<file path="src/design/dcache_pkg.sv">
// cache widths, address fields, request and line structs, data union, byte helpers
`default_nettype none

package dcache_pkg;

    localparam int ADDR_W   = 32;
    localparam int DATA_W   = 32;
    localparam int BYTE_W   = 8;
    localparam int SET_W    = 8;
    localparam int OFFS_W   = 2;
    localparam int TAG_W    = ADDR_W - SET_W - OFFS_W;  // 22
    localparam int NUM_SETS = 1 << SET_W;
    localparam int NUM_WAYS = 2;

    typedef struct packed {
        logic [TAG_W-1:0]  tag;
        logic [SET_W-1:0]  set_idx;
        logic [OFFS_W-1:0] offs;
    } addr_t;

    // whole word for word accesses, byte lanes for extract and merge
    typedef union packed {
        logic [DATA_W-1:0]                      word;
        logic [DATA_W/BYTE_W-1:0][BYTE_W-1:0]   bytes;
    } data_u;

    typedef struct packed {
        logic             valid;
        logic             dirty;
        logic [TAG_W-1:0] tag;
        data_u            data;
    } line_t;                               // 56 bits

    // lru = 0 means way 0 is the next victim
    typedef struct packed {
        logic                     lru;
        line_t [NUM_WAYS-1:0]     ways;
    } set_t;                                // 113 bits

    typedef struct packed {
        logic  rd_en;
        logic  wr_en;
        logic  word;                        // 0 selects a byte access
        addr_t addr;
        data_u wdata;
    } cpu_req_t;                            // 67 bits

    typedef struct packed {
        logic              we;
        logic [ADDR_W-1:0] addr;
        logic [DATA_W-1:0] wdata;
    } mem_req_t;                            // 65 bits

    typedef enum logic [1:0] {
        IDLE,
        WRITEBACK,
        FETCH,
        UPDATE
    } dcache_state_e;

    // zero-extended byte at the given offset
    function automatic logic [DATA_W-1:0] byte_extract(input data_u w, input logic [OFFS_W-1:0] offs);
        byte_extract = {{(DATA_W-BYTE_W){1'b0}}, w.bytes[offs]};
    endfunction

    function automatic data_u byte_merge(input data_u w, input logic [OFFS_W-1:0] offs,
                                         input logic [BYTE_W-1:0] b);
        data_u merged;
        merged = w;
        merged.bytes[offs] = b;             // other lanes keep their old value
        return merged;
    endfunction

endpackage

`default_nettype wire

</file>
<file path="src/design/dcache_lookup.sv">
// tag compare, hit way, victim choice and hit load data formatting
`timescale 1ns/1ps
`default_nettype none

module dcache_lookup (
    input  wire dcache_pkg::cpu_req_t       req_i,
    input  wire dcache_pkg::set_t           set_i,
    output logic                            hit_o,
    output logic                            hit_way_o,
    output logic                            victim_way_o,
    output logic                            victim_dirty_o,
    output logic [dcache_pkg::TAG_W-1:0]    victim_tag_o,
    output logic [dcache_pkg::DATA_W-1:0]   hit_rdata_o
);
    import dcache_pkg::*;

    addr_t               addr;
    logic                access;
    logic [NUM_WAYS-1:0] way_match;
    line_t               victim;
    data_u               hit_word;

    assign addr   = req_i.addr;
    assign access = req_i.rd_en || req_i.wr_en;

    // a way matches only while it holds a valid line
    always_comb begin
        for (int w = 0; w < NUM_WAYS; w++) begin
            way_match[w] = set_i.ways[w].valid && (set_i.ways[w].tag == addr.tag);
        end
    end

    assign hit_o     = access && (|way_match);
    assign hit_way_o = way_match[1];        // way 0 when nothing matches

    // victim comes straight from the lru bit
    assign victim_way_o   = set_i.lru;
    assign victim         = set_i.ways[set_i.lru];
    assign victim_dirty_o = victim.valid && victim.dirty;   // invalid lines never write back
    assign victim_tag_o   = victim.tag;

    assign hit_word = set_i.ways[hit_way_o].data;

    always_comb begin
        if (req_i.word) begin
            hit_rdata_o = hit_word.word;
        end else begin
            hit_rdata_o = byte_extract(hit_word, addr.offs);
        end
    end

endmodule

`default_nettype wire

</file>
<file path="config.mk">
export PLATFORM = sky130hd
export DESIGN_NAME = dcache_lookup
export DESIGN_NICKNAME = d
export VERILOG_FILES = /design/src/design/dcache_pkg.sv /design/src/design/dcache_lookup.sv
export SDC_FILE = /design/constraint.sdc
export NUM_CORES = 1
export LEC_CHECK = 0
export BUFFER_PORTS_ARGS = -buffer_cell sky130_fd_sc_hd__buf_2
export CORE_AREA = 2 2 92 94
export DETAILED_ROUTE_END_ITERATION = 7
export DIE_AREA = 0 0 94 96
export MAX_ROUTING_LAYER = met4
export SLEW_MARGIN = 5
export SYNTH_ARGS = -nofsm -noshare
export SYNTH_HDL_FRONTEND = slang
export SYNTH_SLANG_ARGS = --single-unit
</file>
<file path="constraint.sdc">
create_clock -name vclk -period 4.9
set_clock_uncertainty 0.2 [all_clocks]
set_input_delay 0.98 -clock vclk [all_inputs]
set_output_delay 0.98 -clock vclk [all_outputs]
set_load 0.03 [all_outputs]
</file>
==> impl_metrics.yaml <==
yosys:
  synth_cell_types: 22
  synth_nets: 393
  ys_seq_area_share_pct: 0
  syn_area_um2: 1720
  synthCells: 213
  yosysWarnings: 0
  postSynthAreaPerCell_um2: 8.07
power:
  powerDensity_nw_per_um2: 102
  sw_frac_of_total_pct: 56.3
  combinationalPowerShare_pct: 100.0
  power_leakage_nw: 1.62
  p_clk_share_pct: 0
  seq_power_share_pct: 0
  p_switching_mw: 0.161
  internal_power_mw: 0.125
  peakVddDrop_v: 0.0000463
timing:
  finalSetupTns_ns: 0
  finalSetupViolCount: 0
  period_share_pct: 84.2
  period_minus_slack_ns: 4.13
  hold_violations: 0
  worst_pin_slew_ns: 0.576
  grt_setup_unrepaired: "false"
  whs_ns: 2.15
  maxSlewHeadroom_pct: 61.5
  slew_violations: 0
  max_freq_ghz: 0.242
die:
  dieArea_um2: 9020
  chipHeight_um: 96
  num_rows: 33
  die_w_um: 94
  io_pins: 238
  start_util_pct: 21.4
  core-area_um2: 8050
grt:
  antenna_found_initial: 0
  grt_start_max_net_pins: 50
  grt_pass1_wl_um: 10800
  grt_pass1_vias: 2306
  grt.total_usage_pct: 14.8
  overflow: 0
layout:
  clkbuf_count: 0
  diodes: 0
  seq_area_um2: 0
  area_delta_synth_final_pct: 62.7
  seq_cells: 0
  nets: 579
  drive_gt1_share_pct: 57.4
worst_setup_path:
  end_kind: "output port"
  crit_required_ns: 3.72
  path_max_fanout: 49
  path_class: "in2out"
  worstPathArrival_ns: 2.95
  critPathLaunchType: "input port"
placed_design:
  numPortBuffers: 198
  hpwl_um: 6070
  gp_congestion: 0.838
drt:
  vias: 2328
  drc: 0
  drt-vias-per-instance: 4.64
  wl_per_cell_um: 13.9
  wirelength_um: 6990
  final_antenna_net_count: 0
  first_pass_iters: 4
  drt_iter0_markers: 57
clocking:
  postCtsHoldBufs: 0
  post_cts_buffers: 0
  cts_resized: 0
status:
  outcome: "completed"
job:
  cap_violations: 0
worst_hold_path:
  hold_class: "in2out"
==> placed cells by master, fill, tap and decap left out, drive strengths merged <==
master  count
nand3       1
buf       200
xor2       22
mux2       22
o21ai       1
xnor2      22
mux2i      48
a21oi       1
nand4       8
o221a       8
nand2       2
inv         1
o22ai       8
nor4        6
o22a        8
nand2b      1
nor2       14
nor2b      24
==> through the flow <==
stage | power, mW | setup slack, ns | cell area (µm²) | utilization, % | cells
after floorplan | 0.168 | 1.35 | 1720 | - | 213
after global placement | 0.284 | 0.789 | 2800 | 34.7 | 502
after detailed placement | 0.286 | 0.783 | 2800 | 34.7 | 502
after CTS | 0.288 | 0.778 | 2800 | 34.7 | 502
after global routing | 0.311 | 0.708 | 2800 | 34.7 | 502
final | 0.286 | 0.775 | 2800 | 34.7 | 502
==> synthesized netlist by cell type, drive strengths merged (2+ instances only) <==
library cell,n,area [µm²]
o22a,8,70.1
nand4,8,50.1
nor4,6,37.5
buf,8,42.5
mux2i,48,480
clkbuf,8,30.0
mux2,22,248
nor2b,24,150
o22ai,8,50.1
nor2,14,52.6
xor2,22,193
o221a,8,90.1
nand2,2,7.51
xnor2,22,193
==> final timing paths <==
check / cells past startpoint / startpoint / end / slack (ns)
hold / removal: 4 / set_i[54] / victim_dirty_o / 2.15
setup / recovery: 8 / set_i[88] / hit_rdata_o[7] / 0.77
==> layer usage <==
metal,GRT usage [%],up-vias,part of all wire [%]
met5,-,-,0
met4,0.966,0,0.57
met3,0.392,4,5.5
met2,24.9,99,48
met1,20.8,1076,46
li1,-,1149,-
==> logic make-up (layout without fill, tap and decap cells) <==
| logic type | count (synthesis) | after routing | share of synthesized area [%] |
|---|---|---|---|
| and+or+nand+nor | 56 | 56 | 18.0 |
| buffers and inverters | 17 | 201 | 4.44 |
| muxes | 70 | 70 | 42.4 |
| xor gates and xnor gates | 44 | 44 | 22.4 |
| AOI/OAI and AO/OA | 26 | 26 | 12.8 |
==> worst max-delay path: stages <==
cell and delay [ns]:
buf_2 0.11, xor2_1 0.15, nor4_1 0.39, nand4_1 0.27, buf_12 0.27, mux2i_1 0.35
o22a_1 0.18, buf_2 0.20
==> layout make-up <==
type,count,area (µm²)
timing repair buffer,200,1020
fill,883,5260
multi-input combinational,196,1640
tap,105,131
inverter,1,3.75
==> power groups by stage <==
stage	registers [mW]	clock network (mW)	logic, mW
after floorplan	0	0	0.168
after detailed placement	0	0	0.286
final	0	0	0.286
after CTS	0	0	0.288
after global routing	0	0	0.311
after global placement	0	0	0.284
Power figures use the tool's default switching activity.
