### config.mk
export PLATFORM = sky130hd
export DESIGN_NAME = dcache_miss_ctrl
export DESIGN_NICKNAME = d
export VERILOG_FILES = /design/src/design/dcache_pkg.sv /design/src/design/dcache_miss_ctrl.sv
export SDC_FILE = /design/constraint.sdc
export NUM_CORES = 1
export LEC_CHECK = 0
export ABC_AREA = 1
export BUFFER_PORTS_ARGS = -buffer_cell sky130_fd_sc_hd__buf_2
export CAP_MARGIN = 40
export CORE_AREA = 8 8 108 110
export DETAILED_ROUTE_END_ITERATION = 6
export DIE_AREA = 0 0 116 118
export GPL_ROUTABILITY_DRIVEN = 0
export GPL_TIMING_DRIVEN = 0
export PLACE_DENSITY_LB_ADDON = 0.3
export REMOVE_ABC_BUFFERS = 1
export SYNTH_ARGS = -nofsm -noshare
export SYNTH_HDL_FRONTEND = slang
export SYNTH_SLANG_ARGS = --single-unit
### constraint.sdc
create_clock -name clk_i -period 1.4 [get_ports clk_i]
set_input_delay 0.14 -clock clk_i [delete_from_list [all_inputs] [get_ports clk_i]]
set_output_delay 0.14 -clock clk_i [all_outputs]
set_load 0.01 [all_outputs]
### src/design/dcache_pkg.sv
// cache widths, address fields, request and line structs, data union, byte helpers
`default_nettype none

package dcache_pkg;

    localparam int ADDR_W   = 32;
    localparam int DATA_W   = 32;
    localparam int BYTE_W   = 8;
    localparam int SET_W    = 8;
    localparam int OFFS_W   = 2;
    localparam int TAG_W    = ADDR_W - SET_W - OFFS_W;  // 22
    localparam int NUM_SETS = 1 << SET_W;
    localparam int NUM_WAYS = 2;

    typedef struct packed {
        logic [TAG_W-1:0]  tag;
        logic [SET_W-1:0]  set_idx;
        logic [OFFS_W-1:0] offs;
    } addr_t;

    // whole word for word accesses, byte lanes for extract and merge
    typedef union packed {
        logic [DATA_W-1:0]                      word;
        logic [DATA_W/BYTE_W-1:0][BYTE_W-1:0]   bytes;
    } data_u;

    typedef struct packed {
        logic             valid;
        logic             dirty;
        logic [TAG_W-1:0] tag;
        data_u            data;
    } line_t;                               // 56 bits

    // lru = 0 means way 0 is the next victim
    typedef struct packed {
        logic                     lru;
        line_t [NUM_WAYS-1:0]     ways;
    } set_t;                                // 113 bits

    typedef struct packed {
        logic  rd_en;
        logic  wr_en;
        logic  word;                        // 0 selects a byte access
        addr_t addr;
        data_u wdata;
    } cpu_req_t;                            // 67 bits

    typedef struct packed {
        logic              we;
        logic [ADDR_W-1:0] addr;
        logic [DATA_W-1:0] wdata;
    } mem_req_t;                            // 65 bits

    typedef enum logic [1:0] {
        IDLE,
        WRITEBACK,
        FETCH,
        UPDATE
    } dcache_state_e;

    // zero-extended byte at the given offset
    function automatic logic [DATA_W-1:0] byte_extract(input data_u w, input logic [OFFS_W-1:0] offs);
        byte_extract = {{(DATA_W-BYTE_W){1'b0}}, w.bytes[offs]};
    endfunction

    function automatic data_u byte_merge(input data_u w, input logic [OFFS_W-1:0] offs,
                                         input logic [BYTE_W-1:0] b);
        data_u merged;
        merged = w;
        merged.bytes[offs] = b;             // other lanes keep their old value
        return merged;
    endfunction

endpackage

`default_nettype wire

### src/design/dcache_miss_ctrl.sv
// miss FSM, memory port, stall and load data select
`timescale 1ns/1ps
`default_nettype none

module dcache_miss_ctrl (
    input  wire                             clk_i,
    input  wire                             rst_i,
    input  wire dcache_pkg::cpu_req_t       req_i,
    input  wire                             hit_i,
    input  wire                             victim_dirty_i,
    input  wire [dcache_pkg::TAG_W-1:0]     victim_tag_i,
    input  wire [dcache_pkg::DATA_W-1:0]    victim_data_i,
    input  wire [dcache_pkg::DATA_W-1:0]    hit_rdata_i,
    input  wire [dcache_pkg::DATA_W-1:0]    mem_rdata_i,
    output dcache_pkg::dcache_state_e       state_o,
    output logic                            stall_o,
    output logic                            miss_o,
    output logic [dcache_pkg::DATA_W-1:0]   rdata_o,
    output dcache_pkg::mem_req_t            mem_req_o
);
    import dcache_pkg::*;

    dcache_state_e     state_q;
    dcache_state_e     state_d;
    addr_t             addr;
    logic              access;
    logic              miss;
    logic [DATA_W-1:0] fill_rdata;

    assign addr    = req_i.addr;
    assign access  = req_i.rd_en || req_i.wr_en;
    assign miss    = access && !hit_i;
    assign state_o = state_q;

    // idle -> [writeback] -> fetch -> update -> idle
    always_comb begin
        state_d = state_q;
        case (state_q)
            IDLE: begin
                if (miss) begin
                    state_d = victim_dirty_i ? WRITEBACK : FETCH;
                end
            end
            WRITEBACK: begin
                state_d = FETCH;
            end
            FETCH: begin
                state_d = UPDATE;
            end
            UPDATE: begin
                state_d = IDLE;             // held request hits on return
            end
            default: begin
                state_d = IDLE;
            end
        endcase
    end

    always_ff @(posedge clk_i) begin
        if (rst_i) begin
            state_q <= IDLE;
        end else begin
            state_q <= state_d;
        end
    end

    // the lookup keeps missing until the fill lands, so miss_o covers the whole sequence
    assign miss_o  = miss;
    assign stall_o = (state_q != IDLE) || miss;

    always_comb begin
        mem_req_o.we    = 1'b0;
        mem_req_o.addr  = addr;
        mem_req_o.wdata = '0;
        case (state_q)
            WRITEBACK: begin
                // old line goes back to its own address
                mem_req_o.we    = 1'b1;
                mem_req_o.addr  = {victim_tag_i, addr.set_idx, {OFFS_W{1'b0}}};
                mem_req_o.wdata = victim_data_i;
            end
            FETCH, UPDATE: begin
                mem_req_o.addr = {addr.tag, addr.set_idx, {OFFS_W{1'b0}}};   // held for the fill
            end
            default: begin
                mem_req_o.we = 1'b0;
            end
        endcase
    end

    // fetched word shaped like a hit
    assign fill_rdata = req_i.word ? mem_rdata_i : byte_extract(mem_rdata_i, addr.offs);

    always_comb begin
        case (state_q)
            IDLE: begin
                rdata_o = hit_i ? hit_rdata_i : '0;
            end
            UPDATE: begin
                rdata_o = fill_rdata;
            end
            default: begin
                rdata_o = '0;
            end
        endcase
    end

endmodule

`default_nettype wire

==> results of run 1 <==
==> synth_stat cells (all sizes together) <==
cell type,instances,area (µm²)
ha,4,50.1
or2,1,8.76
buf,31,215
clkbuf,4,16.3
dfxtp,2,40.0
nor2,4,22.5
nand2,139,522
clkinv,1,8.76
inv,57,214
a22oi,1,7.51
nand3b,1,7.51
a21oi,42,240
nand3,54,270
o21ai,24,131
==> through the flow <==
| step | std cells | setup TNS [ns] | setup slack (ns) | area, µm² | hold WS, ns |
|---|---|---|---|---|---|
| global route | 758 | -26.56 | -0.398 | 3940 | 0.107 |
| global placement | 707 | -88.32 | -1.50 | 2900 | 0.280 |
| floorplan | 330 | -44.49 | -0.730 | 1520 | 0.209 |
| finish | 758 | -21.56 | -0.343 | 3940 | 0.109 |
| CTS | 740 | -17.69 | -0.325 | 3510 | 0.102 |
| detailed placement | 710 | -22.93 | -0.555 | 2980 | 0.280 |
==> cell type report <==
type / instances / share of cell area (%)
diodes: 2 / 0.127
clock buffers: 3 / 1.05
inverters: 58 / 6.39
multi-input cells: 273 / 39.1
flip-flops and latches: 2 / 1.21
well taps: 136 / 4.32
repair buffers: 279 / 46.7
repair inverters: 5 / 1.08
==> kinds of logic after synthesis <==
group,after synthesis
and+or+nand+nor,199
DFF,2
buffers and inverters,93
adders and majority gates,4
AOI/OAI and AO/OA,67
==> critical path: stages, from the launching register on <==
cell and delay [ns]:
sky130_fd_sc_hd__dfxtp_4 0.38, sky130_fd_sc_hd__inv_4 0.05, sky130_fd_sc_hd__ha_4 0.18, sky130_fd_sc_hd__buf_12 0.13, sky130_fd_sc_hd__or2_4 0.30, sky130_fd_sc_hd__o21ai_1 0.14, sky130_fd_sc_hd__nand2_1 0.07, sky130_fd_sc_hd__buf_2 0.14
==> where the power goes <==
part	internal [W]	total, W	switching [W]
Combinational	0.00159	0.00343	0.00184
Sequential	0.0000753	0.000103	0.0000275
Clock	0.000182	0.000228	0.0000463
==> path summary, 6_finish.rpt <==
| kind | from | to | slack, ns | depth (start not counted) |
|---|---|---|---|---|
| min reg2reg | state_o[1] | state_o[1] | 0.66 | 3 |
| max | state_o[0] | mem_req_o[63] | -0.34 | 7 |
| min | rst_i | state_o[0] | 0.11 | 2 |
| max reg2reg | state_o[0] | state_o[0] | -0.14 | 9 |
==> metal layers <==
| metal | GRT usage (%) | vias up | wire length, µm |
|---|---|---|---|
| met5 | 0 | - | 0 |
| met4 | 3.00 | 0 | 212 |
| met3 | 8.77 | 16 | 1850 |
| met2 | 34.2 | 191 | 7180 |
| met1 | 17.3 | 1539 | 4520 |
| li1 | - | 1654 | - |
==> repair_timing <==
action	CTS	global route
resized for setup	65	74
buffers inserted	15	15
hold buffers	0	0
gates cloned	12	4
setup endpoints to repair	88	91
pin swaps	11	22
==> flow_summary.json, run 1 <==
{
  "antenna_violating_nets_post_route": 0,
  "cts_tree": "built",
  "period_minus_slack_ns": 1.74,
  "dieWidth_um": 116,
  "detailedRoute.firstIterationViolations": 79,
  "timing.final.crit_share_pct": 125,
  "nNetsFinal": 815,
  "count_of_input_and_output_buffers": 241,
  "failed_checks": "negative setup slack",
  "combinational_family_with_the_most_area_after_synthesis": "simple AND/OR/NAND/NOR gates",
  "synth.yosys.seq_area_share_pct": 2.28,
  "headroom_to_the_max_slew_limit_pct": 64.1,
  "multi_input_combinational_cell_area_mm2": 0.00154,
  "irDropWorstVdd_mv": 0.510,
  "layout.cells.most_common": "sky130_fd_sc_hd__buf_2",
  "power_per_cell_area_mw_per_mm2": 956,
  "fp.dieArea_mm2": 0.0137,
  "post_synth_mux_area_share_pct": 0,
  "largest_reg_flops": 2,
  "cts_num_sinks": 2,
  "drive_above_1_share_pct": 60.6,
  "placeableCoreArea_mm2": 0.0100,
  "report.final.slew_viol_count": 0,
  "startpoint_type": "flip-flop",
  "setup_ws_ns": -0.343,
  "viasPerCell": 4.49,
  "simple_gate_share_of_the_synthesized_area_pct": 47.4,
  "clkTransAtPathRegs_ns": 0.03,
  "yosys.cell_types.count": 22,
  "syn_area_mm2": 0.00175,
  "setup_violations_final": 90,
  "overflow": 0,
  "initial_antenna_violation_count": 2,
  "detailed_place_hpwl_mm": 9.78,
  "maximum_clock_insertion_buffer_count": 2,
  "yosys_warnings": 0,
  "grt_pass1_vias": 3564,
  "drv.max_cap_violation_count": 0,
  "core_util_final_pct": 39.4,
  "drc": 0,
  "area_growth_pct": 124,
  "timing.final.hold_violations": 0,
  "synth_compound_area_share_pct": 21.6,
  "via_count": 3400,
  "yosys.area_share.adder_pct": 2.85,
  "cellLeakagePower_nw": 2.34,
  "hp-class": "input pin to flip-flop",
  "yosys_reg_bits": 2,
  "avgRoutedWirePerCell_um": 18.2,
  "seq_area_um2": 47.5,
  "tritoncts.num_buffers": 3,
  "placement_rows": 37,
  "run_status": "complete, but fails checks",
  "synthesized_area_fraction_occupied_by_xor_and_xnor_cells_pct": 0,
  "arrival_time_of_data_at_the_critical_path_endpoint_ns": 1.60,
  "rsz0062_at_grt": "true",
  "grt_max_degree": 26,
  "ctsRootBufferMaster": "sky130_fd_sc_hd__clkbuf_8",
  "floorplan.die.height_um": 118,
  "crit_path_end_kind": "output port",
  "drt_wl_total_mm": 13.8,
  "final_cell_mix": "sky130_fd_sc_hd__buf_2, sky130_fd_sc_hd__nand2_1, sky130_fd_sc_hd__nand3_1, sky130_fd_sc_hd__inv_1, sky130_fd_sc_hd__buf_6",
  "synthesis.instances": 365,
  "grt_util_all_layers_pct": 18.2,
  "htree_num_levels": 1,
  "clock_latency_ns": 0.21,
  "top_level_ports": 290,
  "postSynthAreaPerCell_um2": 4.81,
  "router_iterations_before_antenna_repair": 5,
  "crit_type": "flip-flop to output port",
  "grt_first_pass_wirelength_mm": 19.4,
  "floorplan.initialDensity_pct": 17.5,
  "filler_cell_count": 1083,
  "crit_path_max_fanout": 7,
  "worst_ep_required_time_ns": 1.26,
  "timing_worst_slew_pin_value_ns": 0.539,
  "p_total_w": 0.00376,
  "timing.clock.skew_ns": 0.000792,
  "achievable-frequency_mhz": 574
}
Note: power is estimated with default switching activity, not from simulation.
==> run 2: changes to the inputs <==
==> constraint.sdc (replaced) <==
create_clock -name clk_i -period 1.5 [get_ports clk_i]
set_input_delay 0.15 -clock clk_i [delete_from_list [all_inputs] [get_ports clk_i]]
set_output_delay 0.15 -clock clk_i [all_outputs]
set_load 0.01 [all_outputs]
==> run 2 against run 1 <==
The flow still finishes with violations (negative setup slack). Die area unchanged. Critical path depth increased by 1. Register-to-register slack improved by 0.04 ns. Wire length increased by 3.9%. Design area increased by 3.5%. Sequential cell count unchanged. Final cell count decreased by 0.53%. Via count increased by 0.85%. Clock skew about the same. Sequential share of layout area about the same. Core utilization increased by 1.4 points. Global-route usage decreased by 0.32 points.
==> flow_summary.json, run 2 (synthesized netlist as in run 1, its figures left out) <==
{
  "clkTransAtPathRegs_ns": 0.03,
  "period_minus_slack_ns": 1.77,
  "floorplan.die.height_um": 118,
  "top_level_ports": 290,
  "tritoncts.num_buffers": 3,
  "cts_tree": "built",
  "cts_num_sinks": 2,
  "floorplan.initialDensity_pct": 17.5,
  "crit_path_max_fanout": 7,
  "initial_antenna_violation_count": 2,
  "startpoint_type": "flip-flop",
  "final.setup.tns_ns": -12.25,
  "final_cell_count_no_fill": 754,
  "headroom_to_the_max_slew_limit_pct": 62.4,
  "crit_path_end_kind": "output port",
  "placeableCoreArea_mm2": 0.0100,
  "achievable-frequency_mhz": 565,
  "share_seq_of_total_power_pct": 2.7,
  "grt_util_all_layers_pct": 17.8,
  "setup_violations_final": 89,
  "timing_worst_slew_pin_value_ns": 0.565,
  "drv.max_cap_violation_count": 0,
  "grt_pass1_vias": 3507,
  "via_count": 3429,
  "rsz0062_at_grt": "true",
  "ctsRootBufferMaster": "sky130_fd_sc_hd__clkbuf_8",
  "power_frac_comb_pct": 91.4,
  "overflow": 0,
  "avgRoutedWirePerCell_um": 19.0,
  "clock_share_of_power_pct": 6.0,
  "crit_type": "flip-flop to output port",
  "switching_share_pct": 52.1,
  "grt_max_degree": 26,
  "timing.clock.skew_ns": 0.000721,
  "failed_checks": "negative setup slack",
  "timing.final.hold_violations": 0,
  "dieWidth_um": 116,
  "cts-hold-fix-buffers": 0,
  "grt_first_pass_wirelength_mm": 19.0,
  "detailedRoute.firstIterationViolations": 100,
  "antenna_violating_nets_post_route": 0,
  "viasPerCell": 4.55,
  "detailed_place_hpwl_mm": 9.78,
  "area_growth_pct": 132,
  "cellLeakagePower_nw": 2.41,
  "maximum_clock_insertion_buffer_count": 2,
  "report.final.slew_viol_count": 0,
  "largest_reg_flops": 2,
  "clock_latency_ns": 0.21,
  "power_per_cell_area_mw_per_mm2": 878,
  "crit_path_top_delay_cell": "sky130_fd_sc_hd__dfxtp_4",
  "irDropWorstVdd_mv": 0.570,
  "filler_cell_count": 1050,
  "worst_ep_required_time_ns": 1.35,
  "worstPathCellList": "inv_4, ha_4, buf_12, buf_4, clkinvlp_4, nand3_1, nand2_1, buf_2",
  "dpl.cell_count": 710,
  "nNetsFinal": 811,
  "hp-class": "input pin to flip-flop",
  "arrival_time_of_data_at_the_critical_path_endpoint_ns": 1.62,
  "intPower_w": 0.00171,
  "fp.dieArea_mm2": 0.0137,
  "placement_rows": 37,
  "count_of_input_and_output_buffers": 241,
  "router_iterations_before_antenna_repair": 4,
  "drc": 0,
  "htree_num_levels": 1,
  "timing.final.crit_share_pct": 118,
  "drive_above_1_share_pct": 63.5,
  "drt_wl_total_mm": 14.3,
  "setup_ws_ns": -0.269,
  "run_status": "complete, but fails checks",
  "layout.cells.most_common": "sky130_fd_sc_hd__buf_2",
  "slowest_delay_ns": 0.36,
  "switchingPower_w": 0.00186,
  "final_cell_mix": "sky130_fd_sc_hd__buf_2, sky130_fd_sc_hd__nand2_1, sky130_fd_sc_hd__nand3_1"
}
-- run 2: cell types whose count changed in the layout (fill, tap and decap cells not counted), sizes merged --
cell	previous run	this run
buf	277	270
clkbuf	5	8
-- run 2: final cells by class --
cell class	count	area, µm²	share of cell area (%)
inverter	58	251	6.17
tap	136	170	4.18
clock buffer	3	41.3	1.01
multi-input combinational	273	1640	40.3
timing repair inverter	5	42.5	1.04
sequential	2	47.5	1.17
timing repair buffer	275	1870	46.0
antenna	2	5.00	0.123
-- run 2: critical path, delay by kind of cell, from the launching register on --
family        cells  cell delay [ns]
fa+ha+maj         1             0.18
buf+inv           5             0.64
flops             1             0.36
simple gates      2             0.21
-- run 2: power groups by stage --
stage / clock (W) / sequential [W] / combinational, W
after floorplan: 0 / 0.0000832 / 0.00103
after global placement: 0 / 0.0000792 / 0.00195
after detailed placement: 0 / 0.0000818 / 0.00206
after CTS: 0.000216 / 0.0000923 / 0.00263
after global routing: 0.000226 / 0.0000989 / 0.00348
final: 0.000214 / 0.0000954 / 0.00327
-- run 2: path summary, 6_finish.rpt --
path | cells past startpoint | endpoint | slack [ns] | from
worst max-delay path | 8 | mem_req_o[46] | -0.27 | state_o[0]
worst min-delay path | 2 | state_o[1] | 0.11 | rst_i
worst max register to register | 9 | state_o[0] | -0.10 | state_o[0]
worst min register to register | 3 | state_o[1] | 0.67 | state_o[1]
-- run 2: metrics by stage --
stage | total power (W) | util (%) | instance area, µm² | hold slack [ns] | setup WS (ns)
after global routing | 0.00381 | 40.8 | 4080 | 0.112 | -0.315
after global placement | 0.00203 | 29.0 | 2900 | 0.300 | -1.41
final | 0.00358 | 40.8 | 4080 | 0.113 | -0.269
after detailed placement | 0.00214 | 29.8 | 2980 | 0.300 | -0.465
after floorplan | 0.00111 | - | 1520 | 0.219 | -0.640
after CTS | 0.00294 | 33.7 | 3370 | 0.112 | -0.235
-- run 2: what timing repair did --
| action | 4_1_cts | 5_1_grt |
|---|---|---|
| pin swaps | 11 | 21 |
| resized for setup | 50 | 132 |
| gates cloned | 9 | 8 |
| setup buffers | 12 | 11 |
| setup endpoints to repair | 84 | 87 |
-- run 2: routing by layer --
metal  global-route usage (%)  up-vias  wire (µm)  part of all wire (%)
met5                        0        -          0                     0
met3                     8.62       16       1880                    13
li1                         -     1643          -                     -
met4                     2.76        0        219                   1.5
met2                     33.6      198       7550                    53
met1                     17.1     1572       4660                    33
==> run 3: changes to the inputs <==
==> constraint.sdc (replaced) <==
create_clock -name clk_i -period 1.6 [get_ports clk_i]
set_input_delay 0.16 -clock clk_i [delete_from_list [all_inputs] [get_ports clk_i]]
set_output_delay 0.16 -clock clk_i [all_outputs]
set_load 0.01 [all_outputs]
==> run 3 against run 2 <==
Core utilization decreased by 4.8 points. The run still ends with negative setup slack left. Die area unchanged. First-iteration DRC count increased by 23%. Largest cell class unchanged. Worst setup slack improved by 0.096 ns. Critical endpoint is now mem_req_o[63]. Sequential power decreased by 5.8%. Clock skew about the same. Combinational power decreased by 20%. Design area decreased by 12%. Power decreased by 18%.
==> flow_summary.json, run 3 (synthesized netlist as in run 1, its figures left out) <==
{
  "via_count": 3311,
  "startpoint_type": "flip-flop",
  "failed_checks": "negative setup slack",
  "timing.final.crit_share_pct": 111,
  "reg2reg_launch_point": "state_o[0]",
  "area_growth_pct": 105,
  "grt_util_all_layers_pct": 17.6,
  "highest-signal-layer": "met4",
  "run_status": "complete, but fails checks",
  "overflow": 0,
  "headroom_to_the_max_slew_limit_pct": 64.5,
  "hp-class": "input pin to flip-flop",
  "clkTransAtPathRegs_ns": 0.03,
  "placeableCoreArea_mm2": 0.0100,
  "fp.dieArea_mm2": 0.0137,
  "drv.max_cap_violation_count": 0,
  "drc": 0,
  "crit_path_max_fanout": 7,
  "timing.clock.skew_ns": 0.000614,
  "htree_num_levels": 1,
  "min_to": "state_o[0]",
  "crit_type": "flip-flop to output port",
  "route.met3.wl_mm": 1.80,
  "viasPerCell": 4.44,
  "worstPathBufferInverterCount": 3,
  "routed-wl-met2_mm": 6.93,
  "rsz0062_at_grt": "true",
  "worst-r2r-cell-count": 9,
  "worst_r2r_endpoint": "state_o[1]",
  "slowest_delay_ns": 0.38,
  "layout.cells.most_common": "sky130_fd_sc_hd__buf_2",
  "detailed_place_hpwl_mm": 9.78,
  "largest_reg_flops": 2,
  "final_cell_mix": "sky130_fd_sc_hd__buf_2, sky130_fd_sc_hd__nand2_1, sky130_fd_sc_hd__inv_1",
  "dieWidth_um": 116,
  "grt_max_degree": 45,
  "drive_above_1_share_pct": 55.2,
  "antenna_violating_nets_post_route": 0,
  "timing.final.hold_violations": 0,
  "power_per_cell_area_mw_per_mm2": 810,
  "grt_pass1_vias": 3467,
  "period_minus_slack_ns": 1.77,
  "crit_path_end_kind": "output port",
  "cellLeakagePower_nw": 2.22,
  "count_of_input_and_output_buffers": 241,
  "router_iterations_before_antenna_repair": 4,
  "detailedRoute.firstIterationViolations": 123,
  "achievable-frequency_mhz": 564,
  "grt_first_pass_wirelength_mm": 18.9,
  "setup_ws_ns": -0.173,
  "initial_antenna_violation_count": 1,
  "worst-r2r-setup-slack_ns": 0.01,
  "nNetsFinal": 804,
  "cts_num_sinks": 2,
  "top_level_ports": 290,
  "clock_latency_ns": 0.21,
  "cts_tree": "built",
  "routedLengthMet1_mm": 4.53,
  "worst_ep_required_time_ns": 1.44,
  "cts-hold-fix-buffers": 0,
  "floorplan.initialDensity_pct": 17.5,
  "timing_worst_slew_pin_value_ns": 0.533,
  "tritoncts.num_buffers": 3,
  "worstHoldPathCells": 2,
  "hold_path.startpoint": "rst_i",
  "setup_violations_final": 53,
  "arrival_time_of_data_at_the_critical_path_endpoint_ns": 1.61,
  "core_util_final_pct": 36.0,
  "drt_wl_total_mm": 13.4,
  "final_cell_area_mm2": 0.00360,
  "floorplan.die.height_um": 118,
  "report.final.slew_viol_count": 0,
  "avgRoutedWirePerCell_um": 17.9,
  "placement_rows": 37,
  "irDropWorstVdd_mv": 0.438,
  "dpl-instance-area_mm2": 0.00298,
  "maximum_clock_insertion_buffer_count": 2,
  "crit_path_top_delay_cell": "sky130_fd_sc_hd__dfxtp_4",
  "ctsRootBufferMaster": "sky130_fd_sc_hd__clkbuf_8",
  "worstPathCellList": "inv_4, ha_4, buf_12, or2_4, o21ai_1, nand2_1, buf_2",
  "path_delay_family": "flip-flops"
}
## run 3: cell count changes in the layout (fill, tap and decap cells not counted), moves of 18 or more
cell,before,now
sky130_fd_sc_hd__inv_2,20,2
sky130_fd_sc_hd__nand2_4,19,1
sky130_fd_sc_hd__nand2_1,115,138
sky130_fd_sc_hd__inv_1,32,50
sky130_fd_sc_hd__buf_2,213,233
sky130_fd_sc_hd__buf_6,36,10
## run 3: where the power goes
part            total, W  switching [W]  internal [W]
logic            0.00263        0.00150       0.00113
clock network   0.000199      0.0000398      0.000159
registers      0.0000899      0.0000240     0.0000659
total            0.00292        0.00157       0.00135
## run 3: layout make-up
class	count	area [µm²]
Tap cell	136	170
Clock buffer	3	41.3
Inverter	58	251
Multi-Input combinational cell	273	1460
Antenna cell	1	2.50
Timing Repair inverter	5	42.5
Fill cell	1127	6400
Sequential cell	2	47.5
Timing Repair Buffer	268	1580
## run 3: worst max-delay path by stage
stage | start | to | slack [ns] | cells after the start
finish | state_o[0] | mem_req_o[63] | -0.17 | 7
global route | state_o[0] | mem_req_o[55] | -0.22 | 7
CTS | state_o[1] | mem_req_o[63] | -0.15 | 7
detailed placement | state_o[0] | mem_req_o[50] | -0.37 | 6
global placement | state_o[0] | rdata_o[4] | -1.32 | 6
floorplan | state_o[0] | rdata_o[0] | -0.55 | 5
## run 3: what timing repair did
item,CTS,global route
hold endpoints to repair,0,0
gates cloned,8,3
setup endpoints to repair,83,83
pin swaps,11,17
setup buffers,11,10
gates resized for setup,48,36
## run 3: metal layers
layer	vias to the layer above	track usage [%]
met2	196	33.3
met1	1475	17.1
met4	0	1.95
met3	8	8.62
met5	-	0
li1	1632	-
## run 3: per-stage QoR
| step | setup TNS, ns | hold WS [ns] | total power, W | std cells | setup slack, ns |
|---|---|---|---|---|---|
| 2_1_floorplan | -28.48 | 0.229 | 0.00104 | 330 | -0.550 |
| 3_3_place_gp | -72.26 | 0.320 | 0.00191 | 707 | -1.32 |
| 3_5_place_dp | -12.42 | 0.320 | 0.00201 | 710 | -0.375 |
| 4_1_cts | -3.81 | 0.122 | 0.00269 | 732 | -0.145 |
| 5_1_grt | -7.94 | 0.125 | 0.00314 | 746 | -0.219 |
| 6_report | -4.23 | 0.127 | 0.00292 | 746 | -0.173 |
